<file path="src/aluDefs.svh">
/* ALU system constants
   Widths, APB register offsets and the register and ALU function codes */
`ifndef ALU_DEFS_SVH
`define ALU_DEFS_SVH

`define DATA_W          8
`define IR_W            16
`define RAM_DEPTH       256
`define APB_ADDR_W      12
`define APB_DATA_W      32

`define OFS_RAM_BASE    12'h000   // 256 bytes, one per APB word
`define OFS_SELECT      12'h100
`define OFS_ACTION      12'h104
`define OFS_ALU_STATUS  12'h108
`define OFS_IR          12'h10C
`define OFS_REG_OUT     12'h110

`define REG_DEC         2'd0
`define REG_INC         2'd1
`define REG_LOAD        2'd2
`define REG_CLEAR       2'd3

`define ALU_PASS_A      4'd0
`define ALU_PASS_B      4'd1
`define ALU_NOT_A       4'd2
`define ALU_NOT_B       4'd3
`define ALU_ADD         4'd4
`define ALU_ADDC        4'd5
`define ALU_SUB         4'd6
`define ALU_AND         4'd7
`define ALU_OR          4'd8
`define ALU_XOR         4'd9
`define ALU_LSL         4'd10
`define ALU_LSR         4'd11
`define ALU_ASL         4'd12
`define ALU_ASR         4'd13
`define ALU_ROL         4'd14
`define ALU_ROR         4'd15

`endif

</file>
<file path="src/aluPkg.sv">
/* ALU system types
   Function codes, flags and the control words the APB block hands to the datapath */
`include "aluDefs.svh"

package aluPkg;

    typedef logic [`DATA_W-1:0] dataT;
    typedef logic [`IR_W-1:0]   irT;

    typedef enum logic [1:0] {
        regDec   = `REG_DEC,
        regInc   = `REG_INC,
        regLoad  = `REG_LOAD,
        regClear = `REG_CLEAR
    } regFuncT;

    typedef enum logic [3:0] {
        aluPassA = `ALU_PASS_A,
        aluPassB = `ALU_PASS_B,
        aluNotA  = `ALU_NOT_A,
        aluNotB  = `ALU_NOT_B,
        aluAdd   = `ALU_ADD,
        aluAddC  = `ALU_ADDC,
        aluSub   = `ALU_SUB,
        aluAnd   = `ALU_AND,
        aluOr    = `ALU_OR,
        aluXor   = `ALU_XOR,
        aluLsl   = `ALU_LSL,
        aluLsr   = `ALU_LSR,
        aluAsl   = `ALU_ASL,
        aluAsr   = `ALU_ASR,
        aluRol   = `ALU_ROL,  // Through carry
        aluRor   = `ALU_ROR
    } aluFuncT;

    typedef struct packed {
        logic zero;
        logic carry;
        logic negative;
        logic overflow;
    } flagsT;

    // Multiplexer and read-port selects, held as levels
    typedef struct packed {
        logic [1:0] rfOutASel;
        logic [1:0] rfOutBSel;
        logic [1:0] arfOutCSel;   // 0 and 1 pick PC
        logic [1:0] arfOutDSel;
        logic [1:0] muxASel;      // IR low, RAM, ARF C, ALU
        logic [1:0] muxBSel;      // ARF C, IR low, RAM, ALU
        logic       muxCSel;      // ARF C, RF A
    } datapathSelT;

    typedef struct packed {
        regFuncT    rfFunc;
        logic [3:0] rfEnable;     // MSB enables register 0
        aluFuncT    aluFunc;
        logic       aluUpdate;
        regFuncT    arfFunc;
        logic [2:0] arfEnable;    // PC, AR, SP from MSB
        logic       irEnable;
        logic       irLoadHigh;
        regFuncT    irFunc;
        logic       memWrite;
    } datapathActT;

    // Output A ends up in the low byte
    typedef struct packed {
        dataT outD;
        dataT outC;
        dataT outB;
        dataT outA;
    } regOutT;

endpackage

</file>
<file path="src/apbControl.sv">
/* APB control block
   Holds the select and action words, fires one step per action write,
   and maps the RAM window and the status registers */
`include "aluDefs.svh"

module apbControl (
    input  logic                   clock,
    input  logic                   rstN,
    input  logic                   psel,
    input  logic                   penable,
    input  logic                   pwrite,
    input  logic [`APB_ADDR_W-1:0] paddr,
    input  logic [`APB_DATA_W-1:0] pwdata,
    output logic [`APB_DATA_W-1:0] prdata,
    output logic                   pready,
    output logic                   pslverr,
    output aluPkg::datapathSelT    sel,
    output aluPkg::datapathActT    act,
    output logic                   step,
    output aluPkg::dataT           hostAddr,
    output aluPkg::dataT           hostWData,
    output logic                   hostWrite,
    input  aluPkg::dataT           hostRData,
    input  aluPkg::dataT           aluResult,
    input  aluPkg::flagsT          flags,
    input  aluPkg::irT             ir,
    input  aluPkg::regOutT         regOut
);
    import aluPkg::*;

    logic access, wrAccess;
    logic ramHit, selHit, actHit, aluHit, irHit, regHit, statusHit;

    assign access   = psel && penable;
    assign wrAccess = access && pwrite;

    assign ramHit    = (paddr >= `OFS_RAM_BASE) && (paddr < `OFS_RAM_BASE + `RAM_DEPTH);
    assign selHit    = (paddr == `OFS_SELECT);
    assign actHit    = (paddr == `OFS_ACTION);
    assign aluHit    = (paddr == `OFS_ALU_STATUS);
    assign irHit     = (paddr == `OFS_IR);
    assign regHit    = (paddr == `OFS_REG_OUT);
    assign statusHit = aluHit || irHit || regHit;

    assign pready  = 1'b1;   // No wait states
    assign pslverr = access && (!(ramHit || selHit || actHit || statusHit)
                                || (pwrite && statusHit));

    assign hostAddr  = paddr[$bits(dataT)-1:0];
    assign hostWData = pwdata[$bits(dataT)-1:0];
    assign hostWrite = wrAccess && ramHit;

    always_ff @(posedge clock or negedge rstN) begin
        if (!rstN) begin
            sel  <= '0;
            act  <= '0;
            step <= 1'b0;
        end else begin
            step <= wrAccess && actHit;   // Datapath moves one cycle after the transfer
            if (wrAccess && selHit) begin
                sel <= pwdata[$bits(datapathSelT)-1:0];
            end
            if (wrAccess && actHit) begin
                act <= pwdata[$bits(datapathActT)-1:0];
            end
        end
    end

    always_comb begin
        prdata = '0;
        if (ramHit) begin
            prdata[$bits(dataT)-1:0] = hostRData;
        end else if (selHit) begin
            prdata[$bits(datapathSelT)-1:0] = sel;
        end else if (actHit) begin
            prdata[$bits(datapathActT)-1:0] = act;
        end else if (aluHit) begin
            prdata[$bits(flagsT)+$bits(dataT)-1:0] = {flags, aluResult};
        end else if (irHit) begin
            prdata[$bits(irT)-1:0] = ir;
        end else if (regHit) begin
            prdata = regOut;
        end
    end

endmodule

</file>
<file path="config.mk">
export PLATFORM = sky130hd
export DESIGN_NAME = apbControl
export DESIGN_NICKNAME = d
export VERILOG_FILES = /design/src/aluPkg.sv /design/src/apbControl.sv
export VERILOG_INCLUDE_DIRS = /design/src /design/src/src
export SDC_FILE = /design/constraint.sdc
export NUM_CORES = 1
export LEC_CHECK = 0
export ABC_AREA = 0
export BUFFER_PORTS_ARGS = -buffer_cell sky130_fd_sc_hd__buf_4
export CAP_MARGIN = 20
export CORE_ASPECT_RATIO = 1.4
export CORE_UTILIZATION = 34
export DETAILED_ROUTE_END_ITERATION = 7
export PLACE_DENSITY = 0.69
export SYNTH_ARGS = -nofsm -noshare
export SYNTH_HDL_FRONTEND = slang
export SYNTH_SLANG_ARGS = --single-unit
</file>
<file path="constraint.sdc">
create_clock -name clock -period 2.55 [get_ports clock]
set_input_delay 0.255 -clock clock [delete_from_list [all_inputs] [get_ports clock]]
set_output_delay 0.255 -clock clock [all_outputs]
set_load 0.01 [all_outputs]
</file>
### After elaboration in Yosys (flattened, before gate mapping)

Index checks and enable logic that the tools add are counted.
W data, S select, Z words.

* bits in latches: 0
* logic and storage cells: 60
* RAM bits: 0
* flip-flop bits (word level): 35
* input bits: 117
* ROM bits: 0
* memories kept: 0

* muxes and demuxes: 20
* add/subtract/negate cells: 0
* $lt $le $gt $ge: 2
* divide/modulo/power cells: 0
* bitwise gates (word level): 0
* eq/ne operators: 5
* reduce and logical (&&, ||, !) cells: 15
* shifts and indexed selects: 0
* multipliers: 0

Operator list (number)
* $mux W32: 6
* $mux W16: 6
* $eq A12 B9 Y1 const B: 5
* $mux W24: 1
* $mux W21: 1
* $mux W20: 1
* $mux W19: 1
* $mux W13: 1
* $ge A12 B1 Y1 const B: 1
* $lt A12 B9 Y1 const B: 1
* $mux W12: 1
* $mux W11: 1
* $logic_and A1 B1 Y1: 8
* $mux W8: 1
* $logic_or A1 B1 Y1: 6
* $logic_not A1 Y1: 1

### Depth between registers and ports, before layout

* word-level depth: 16
* gate-level depth with buffers: 7
* gate-level depth less buffers: 4

### Least setup slack after synthesis

OpenSTA, ideal clock, no wires.

* kind: input-to-reg
* from: in paddr[5]
* to: reg act[0] (netlist bit)
* setup slack: 0.311 ns
* arrival time: 2.114 ns
* stages: 7
* path buffers: 3
* data required time: 2.425 ns
* library setup time: 0.125 ns
* cell sequence: or4b_1 buf_2 nor4_4 and4_1 buf_6 buf_12 mux2_4

* longest elaborated chain between the ends: 2

RTL lines
* start, declared: RTL line apbControl.sv:12 `` input logic [`APB_ADDR_W-1:0] paddr, ``
* $eq A12 B9 Y1 (no source line)
* $logic_and A1 B1 Y1: RTL line apbControl.sv:63 `if (wrAccess && actHit) begin`
* end signal, assigned: RTL line apbControl.sv:64 `act <= pwdata[$bits(datapathActT)-1:0];`
* end, declared: RTL line apbControl.sv:18 `output aluPkg::datapathActT act,`

Every way passes these cells.
A chain may end at the register's enable or synchronous reset.

### Final worst setup path

* from: in paddr[5]
* to: out prdata[2]

* longest elaborated chain between the ends: 16

RTL lines
* $eq A12 B9 Y1 (no source line)
* $mux W32: RTL line apbControl.sv:81 `end else if (regHit) begin`
* $mux W32: RTL line apbControl.sv:79 `end else if (irHit) begin`
* $mux W32: RTL line apbControl.sv:77 `end else if (aluHit) begin`
* $mux W32: RTL line apbControl.sv:75 `end else if (actHit) begin`
* $mux W32: RTL line apbControl.sv:73 `end else if (selHit) begin`
* $mux W32: RTL line apbControl.sv:71 `if (ramHit) begin`
* $mux W16: RTL line apbControl.sv:79
* $mux W16: RTL line apbControl.sv:77
* $mux W16: RTL line apbControl.sv:75
* $mux W16: RTL line apbControl.sv:73
* $mux W16: RTL line apbControl.sv:71
* $mux W12: RTL line apbControl.sv:77
* $mux W21: RTL line apbControl.sv:75
* $mux W13: RTL line apbControl.sv:73
* $mux W8 (*): RTL line apbControl.sv:71
* end, declared: RTL line apbControl.sv:14 `` output logic [`APB_DATA_W-1:0] prdata, ``

Every way passes the cells marked *; elsewhere a longest branch is shown, timed or not. The select of a mux whose other input is x is not followed.

==> qor.txt <==
==================================================================================
Termination of the worst setup path                                      prdata[2]
Number of nets in the finished design                                          537
Worst reg-to-reg setup slack                                               1750 ps
Synthesis Warnings                                                               0
Post-synth EDFFs                                                                 0
Area grow syn2layout                                                         61.0%
Share of post-route cells with drive strength above 1                        0.591
Setup repair after global routing missed its margin                             no
Nature of the critical path endpoint                                    output pin
DP Wirelength                                                              6860 µm
Most common cell after layout, fill and taps aside                    sky130_fd_sc_hd__buf_4
Aggregate routed wire length                                               8740 µm
Floorplan die width                                                        74.1 µm
Die Area                                                               0.00763 mm²
Row count                                                                       36
Number of buffers created by CTS                                                 5
Post-detailed-route via-to-cell ratio                                         5.06
Initial antenna violation count                                                  0
Final worst path period share                                                0.916
Clock root buffer                                                     sky130_fd_sc_hd__clkbuf_8
Initial cell density of the core                                             0.355
Synth area leaders                                                    sky130_fd_sc_hd__dfrtp_1 (35%), sky130_fd_sc_hd__mux2_4 (12%), sky130_fd_sc_hd__mux2_2 (5.9%)
Mean cell area of the mapped netlist                                      10.0 µm²
Met2 WL                                                                    4740 µm
Total of max-cap violations                                                      0
Beginning of the worst register-to-register path                           act[10]
Wire length on met3                                                         628 µm
Post-CTS setup-driven buffer insertion count                                     0
Worst path depth                                                                 7
Largest vdd supply drop                                                   0.228 mV
Dominant synthesized flop cell                                        sky130_fd_sc_hd__dfrtp_1
Post-synthesis sequential element count                                         35
Post-route minimum period                                                  2340 ps
Initial detailed-routing violation count                                        96
Async S/R FF share, synth                                                     1.00
Leakage                                                                 0.00213 µW
Clock tree from TritonCTS                                                     done
Reg2reg end                                                                act[10]
Area fraction of the dominant cell type after synthesis                      0.354
Total congestion overflow after global routing                                   0
GRT Util Overall                                                             0.221
Die height                                                                  103 µm
Average wire per standard cell                                             16.9 µm
Fmax                                                                       428 MHz
Final-layout worst hold slack                                               205 ps
Dpl cells                                                                      507
Clock Skews                                                                   0 ps
Cell Area, Synth                                                       0.00248 mm²
Net count after synthesis                                                      364
Highest Signal Layer                                                          met4
Worst setup path start                                                    paddr[5]
Worst-skew pair later-pin latency                                           270 ps
Commonest cells after routing, fill and taps aside                    sky130_fd_sc_hd__buf_4 (202), sky130_fd_sc_hd__dfrtp_1 (35), sky130_fd_sc_hd__mux2_4 (19)
Sequential-to-total area share from yosys stat                               0.354
Met1 WL                                                                    3290 µm
Maximum net fanout on the critical path                                         22
Fin. Hold Viols                                                                  0
Outcome                                                               finished, final reports clean
Worst-case clock buffer depth                                                    2
Area taken by flip-flops and latches                                       876 µm²
Global-route wire length before repair                                    12600 µm
Footprint of the multi-input gates                                     0.00133 mm²
Clk sinks                                                                       35
Port Buf Inserts                                                               190
Buffers and inverters on the worst path                                          3
Total power draw                                                           1260 µW
Slowest-stage cell, CP                                                sky130_fd_sc_hd__or4b_1
Core Box Area                                                          0.00698 mm²
Setup-violating endpoint count in the final report                               0
Fin Setup TNS                                                                 0 ps
FILL cells                                                                     650
Family of cells with the greatest summed delay on the critical path   simple AND/OR/NAND/NOR gates
Vias in the first global route                                                2476
Arr. time, crit path                                                       2080 ps
Most common cell type on the critical path                            sky130_fd_sc_hd__buf_4
Worst-path clk slew                                                          70 ps
CP peak stage delay                                                         670 ps
Number of instances in the synthesized netlist                                 247
Final cell count without fillers                                               516
ANT cells                                                                        0
Slew Limit Fails                                                                 0
Critical path, cell by cell                                           buf_4 > or4b_1 > nor3_2 > buf_4 > o21ai_0 > o21ai_0 > buf_4
Post-synth top area cell                                              sky130_fd_sc_hd__dfrtp_1
Total power density per cell area                                       317 mW/mm²
Routability congestion estimate                                              0.795
Number of cell instances on the worst register-to-register path                  1
I/O pin count                                                                  203
Crit start category                                                   primary input
Routed vias                                                                   2612
Remaining DRCs                                                                   0
Number of H-tree levels                                                          2
Min-Delay Path Class                                                        in2reg
Critical path type                                                          in2out
Post-synthesis cell type count                                                  44
Data required time at the worst endpoint                                   2300 ps
Count of TritonRoute iterations in the first routing pass                        5
Largest net degree at the start of global routing                               36
Remaining antenna violation count after routing                                  0
==================================================================================
## where the power goes
part / switching, µW / internal [µW] / leakage (µW)
Clock: 192 / 247 / 0.0000515
Combinational: 112 / 156 / 0.00159
Sequential: 0.577 / 556 / 0.000489
## worst min path at each step
stage,startpoint,end,slack (ps),cells after the start
final,pwdata[14],act[14],200,2
after global routing,pwdata[14],act[14],190,2
after CTS,pwdata[14],act[14],190,2
after detailed placement,rstN,act[13],240,1
after global placement,rstN,sel[8],230,1
after floorplan,rstN,act[0],-40,0
## cell type report
type / count / area share
clock buffers: 8 / 0.0251
inverters: 9 / 0.00847
flip-flops and latches: 35 / 0.220
well taps: 95 / 0.0298
multi-input cells: 166 / 0.334
repair buffers: 203 / 0.383
## metal layers
layer / GRT usage / vias to the layer above
li1: - / 1236
met1: 0.260 / 1230
met2: 0.413 / 142
met3: 0.0254 / 4
met4: 0.0636 / 0
met5: 0 / -
## flip-flops by register name, summed over array words and instances (netlist names)
name and cells:
act 21, sel 13, step 1
## cells by family after synthesis
kind of cell           Yosys count  synth area share
buffers and inverters           46             0.115
AOI/OAI and AO/OA               63             0.174
DFF                             35             0.354
and+or+nand+nor                 62             0.148
other                            1           0.00151
muxes                           40             0.208
## repair_timing
item                                   4_1_cts  5_1_grt
hold buffers                                 1        0
resized for setup                            0        0
endpoints found under the hold margin       35        0
setup endpoints to repair                    0        0
## cell usage after synthesis (2+ instances only)
master                      number
sky130_fd_sc_hd__o21ai_0        17
sky130_fd_sc_hd__mux2_4         19
sky130_fd_sc_hd__mux2i_1         6
sky130_fd_sc_hd__buf_6           2
sky130_fd_sc_hd__a31oi_1         4
sky130_fd_sc_hd__nand2b_1        7
sky130_fd_sc_hd__mux2_2         13
sky130_fd_sc_hd__o221ai_1        2
sky130_fd_sc_hd__nor2_1          5
sky130_fd_sc_hd__nand2_1        12
sky130_fd_sc_hd__and3_1         14
sky130_fd_sc_hd__a221o_1         3
sky130_fd_sc_hd__clkbuf_1       11
sky130_fd_sc_hd__a221oi_1        2
sky130_fd_sc_hd__a22oi_1         6
sky130_fd_sc_hd__a311oi_1        3
sky130_fd_sc_hd__inv_1           9
sky130_fd_sc_hd__dfrtp_1        35
sky130_fd_sc_hd__o22ai_1         2
sky130_fd_sc_hd__buf_4          17
sky130_fd_sc_hd__a22o_1          7
sky130_fd_sc_hd__nor3_1          4
sky130_fd_sc_hd__buf_12          2
sky130_fd_sc_hd__mux2_1          2
sky130_fd_sc_hd__nor2b_1         3
sky130_fd_sc_hd__nand3_1         4
sky130_fd_sc_hd__o2bb2ai_1       5
sky130_fd_sc_hd__a21oi_1        10
sky130_fd_sc_hd__buf_1           4
sky130_fd_sc_hd__or3_1           3
## through the flow
step                utilization  worst slack [ps]  area, µm²
floorplan                     -               311       2480
global placement          0.555               208       3880
detailed placement        0.555               181       3880
CTS                       0.571               251       3990
global route              0.571              99.9       3990
finish                    0.571               214       3990
No activity file was read; power rests on OpenSTA's default activity.
